**config.mk**
```make
export PLATFORM = sky130hd
export DESIGN_NAME = swap_sync
export DESIGN_NICKNAME = d
export VERILOG_FILES = /design/src/logic/swap_sync.sv
export SDC_FILE = /design/constraint.sdc
export NUM_CORES = 1
export LEC_CHECK = 0
export ABC_AREA = 0
export BUFFER_PORTS_ARGS = -buffer_cell sky130_fd_sc_hd__buf_2
export CAP_MARGIN = 40
export CORE_AREA = 10 10 47 49
export DETAILED_ROUTE_END_ITERATION = 10
export DIE_AREA = 0 0 57 59
export SLEW_MARGIN = 20
export SYNTH_ARGS = -nofsm -noshare
export SYNTH_HDL_FRONTEND = slang
export SYNTH_SLANG_ARGS = --single-unit
```
**constraint.sdc**
```tcl
create_clock -name clk -period 2.3 [get_ports clk]
set_clock_uncertainty 0.2 [all_clocks]
set_input_delay 0.575 -clock clk [delete_from_list [all_inputs] [get_ports clk]]
set_output_delay 0.575 -clock clk [all_outputs]
set_load 0.03 [all_outputs]
```
**src/logic/swap_sync.sv**
```systemverilog
`timescale 1ns/10ps
`default_nettype none

module swap_sync (
    input wire    clk,
    input wire    rst,
    input wire    vggo,
    input wire    halt,
    input wire    lrq_empty,
    input wire    line_done,
    output logic  frame_start,
    output logic  read_swap
);

    typedef enum logic [1:0] {
        idle        = 2'b00,
        halted      = 2'b01,
        queue_empty = 2'b10
    } state_t;

    state_t state;
    state_t state_next;

    logic vggo_q;
    logic halt_q;
    logic halt_rise;

    ////////////////////
    // edge detect
    ////////////////////

    always_ff @(posedge clk) begin
        if (rst) begin
            vggo_q      <= 1'b0;
            halt_q      <= 1'b0;
            frame_start <= 1'b0;
        end else begin
            vggo_q      <= vggo;
            halt_q      <= halt;
            // one pulse per rising vggo, a held level starts nothing more
            frame_start <= vggo && !vggo_q;
        end
    end

    assign halt_rise = halt && !halt_q;

    ////////////////////
    // handover sequencer
    ////////////////////

    // each step holds until its condition shows up
    always_comb begin
        state_next = state;
        case (state)
            idle:        if (halt_rise) state_next = halted;
            halted:      if (lrq_empty) state_next = queue_empty;
            queue_empty: if (line_done) state_next = idle;
            default:     state_next = idle;
        endcase
    end

    always_ff @(posedge clk) begin
        if (rst) begin
            state <= idle;
        end else begin
            state <= state_next;
        end
    end

    // swap lands on the same edge that sees line_done
    assign read_swap = (state == queue_empty) && line_done;

    a_swap_order : assert property (
        @(posedge clk) disable iff (rst)
        read_swap |-> (state == queue_empty) ##1 (state == idle)
    ) else $error("swap_sync: read_swap outside queue_empty");

endmodule

`default_nettype wire

```
* Word-level counts from Yosys, hierarchy flattened
Index checks and enable logic that the tools add are counted.
W data, S select, Z words.
** Word-level totals
- Bits in registers :: 5
- Input bits :: 6
- Output and inout port bits :: 2
- Word-level logic and storage cells :: 20
** Operators by class
- Equal/unequal tests :: 5
- Muxes and demuxes :: 4
- Reductions and logical operators :: 7
** Operators with widths (count)
- $mux W2 :: 3
- $ne A2 B2 Y1 const B :: 3
- $pmux W2 S3 :: 1
- $logic_and A1 B1 Y1 :: 3
- $reduce_and A3 Y1 :: 1
- $eq A2 B1 Y1 const B :: 1
- $eq A2 B2 Y1 const B :: 1
- $logic_not A1 Y1 :: 2
- $logic_not A2 Y1 :: 1

* Depth between registers and ports, before layout
- Word-level depth :: 4
- Gate-level depth with buffers :: 2
- Mapped depth without buffers :: 2

* Least setup slack after synthesis
OpenSTA, ideal clock, no wires.
- Path type :: input to output
- Start point :: input port line_done
- End point :: output port read_swap
- Data arrival time :: 1.018 ns
- Data required time :: 1.525 ns
- Path slack :: 0.507 ns
- Stages on the path :: 2
- Buffers on the path :: 0
- Path through :: nand2_1 -> nor2_1
** On the way
- Cells in the longest elaborated chain, start to end :: 1
** Ends and longest elaborated chain
- start: declaration :: line 10 : input wire line_done,
- $logic_and A1 B1 Y1 :: line 71 : assign read_swap = (state == queue_empty) && line_done;
- end: declaration :: line 12 : output logic read_swap
No other way between the ends.

* Final worst setup path
Same ends and word-level chain as after synthesis.

==> metrics.yaml <==
floorplanning:
  coreArea_um2: 1400
  initial_core_util_pct: 12.6
  die_h_um: 59
  die_w_um: 57
  pin_count: 8
  fp-row-count: 14
  die_area_um2: 3360
placement:
  place.gp.congestion: 0.628
  hpwl_um: 304
  io_buffers: 7
sta:
  max_freq_mhz: 571
  hold_viol_final: 0
  tightest_slew_ps: 160
  setup_tns_ps: 0
  min_period_ps: 1750
  setup_violations: 0
  fin_crit_sh_pct: 76.2
  slew_headroom_pct: 89.4
  finalMaxSlewViolations: 0
  rsz0062_at_grt: "false"
cells_and_area:
  area_growth_pct: 46.1
  drive_gt1_share_pct: 40.7
  diodes: 0
  fin_util_pct: 18.4
  nets: 34
run_status:
  status: "finished, final reports clean"
logic_synthesis:
  synthArstFlopShare_pct: 0
  synth_area_per_cell_um2: 11.0
  syn-instance-count: 16
  yosysTopAreaCellShare_pct: 56.7
  ys_seq_area_share_pct: 56.7
  synthTopCellsByCount: "dfxtp_1, nor2b_1, or3b_1"
  yosysTopAreaCell: "dfxtp_1"
  syn-cell-area_um2: 176
  synth_seq_cells: 5
  ys.flop_type: "dfxtp_1"
  synth-warning-count: 0
  synth_edf_count: 0
  synth.most_common_cell: "dfxtp_1"
  ys_top_cells_by_area: "dfxtp_1, nor2b_1, or3b_1"
  synth.distinct_cells: 9
  syn_nets: 22
drt:
  routed_via_density: 3.49
  drt-total-wl_um: 389
  vias: 150
  antenna_left: 0
  wl_per_cell_um: 9.05
  first_pass_iters: 1
  drtIter0Drc: 0
  drc: 0
clock_network:
  ctsResizeCount: 0
  clk_latency_ps: 240
  numCtsBuffers: 3
  cts.clk_slew.worst_paths_ps: 40
  cts_hold_buf: 0
  cts_sinks: 5
  tritoncts: "built"
  clockBufferDepth: 2
  ctsHtreeMaxLevel: 1
  ctsRootBufferMaster: "clkbuf_4"
  post_cts_buffers: 0
critical_path:
  endpoint_kind: "primary output"
  crit_required_ps: 1520
  arrival_ps: 980
  crit_fanout: 2
  cp-start-kind: "primary input"
  worstSetupPathType: "in -> out"
grt:
  grt_pass1_vias: 166
  overflow: 0
  grt_pass1_wl_um: 676
  grt_usage_pct: 2.71
  grt_antenna_before_repair: 0
  grt_max_degree: 6
worst_hold_path:
  hold_class: "reg -> reg"
job:
  drv_cap: 0
power_and_ir_drop:
  powerDensity_nw_per_um2: 821
  leakage_nw: 0.110
  peakVddDrop_mv: 0.351
-- metrics by stage --
| step | worst slack [ps] | instance area, um2 | total power [W] | cells | hold WS (ps) |
|---|---|---|---|---|---|
| after CTS | 536 | 258 | 0.000217 | 43 | 182 |
| after global routing | 498 | 258 | 0.000227 | 43 | 207 |
| after floorplan | 507 | 176 | 0.000105 | 16 | 167 |
| after global placement | 536 | 231 | 0.000112 | 39 | 173 |
| final | 547 | 258 | 0.000212 | 43 | 177 |
| after detailed placement | 536 | 231 | 0.000113 | 39 | 176 |
-- registers in the layout, summed over array words and instances, names as in the netlist --
name and flops:
vggo_q 1, state 2, halt_q 1, frame_start 1
-- worst max-delay path, cell delays in order --
cell and delay (ps):
buf_2 80, nand2_1 40, nor2_1 70, buf_2 200
-- final timing paths --
kind | startpoint | end | slack (ps) | cells after the start
min reg2reg | vggo_q | frame_start | 180 | 1
max | line_done | read_swap | 550 | 4
max reg2reg | state[0] | state[0] | 1100 | 2
min | vggo_q | frame_start | 180 | 1
-- logic make-up after synthesis --
| family | count (synthesis) | synth area share [%] |
|---|---|---|
| AOI/OAI and AO/OA | 2 | 9.93 |
| DFF | 5 | 56.7 |
| and+or+nand+nor | 9 | 33.3 |
-- cell usage in the layout (no fill, tap or decap) --
cell / n
dfxtp_1: 5
nand3b_1: 1
nor2b_1: 3
or2b_1: 1
clkbuf_4: 3
nand2_1: 1
buf_2: 7
clkbuf_1: 1
or3b_1: 2
a211oi_2: 1
a21oi_1: 1
nor2_1: 1
-- power breakdown --
group	switching, W	internal (W)
Sequential	0.00000249	0.0000918
Combinational	0.00000805	0.00000869
Clock	0.0000351	0.0000655
Total	0.0000456	0.000166
-- final cells by class --
type	instances	area, um2
Multi-Input combinational cell	11	76.3
Sequential cell	5	100
Tap cell	16	20.0
Fill cell	168	1140
Clock buffer	4	26.3
Timing Repair Buffer	7	35.0
-- layer usage --
metal  global-route usage (%)  share of wire, %  vias to the layer above
li1                         -                 -                       76
met1                     2.59                50                       67
met2                     4.03                43                        7
met3                     2.58               6.7                        0
met4                     1.01                 0                        0
met5                        0                 0                        -
Note: power is estimated with default switching activity, not from simulation.
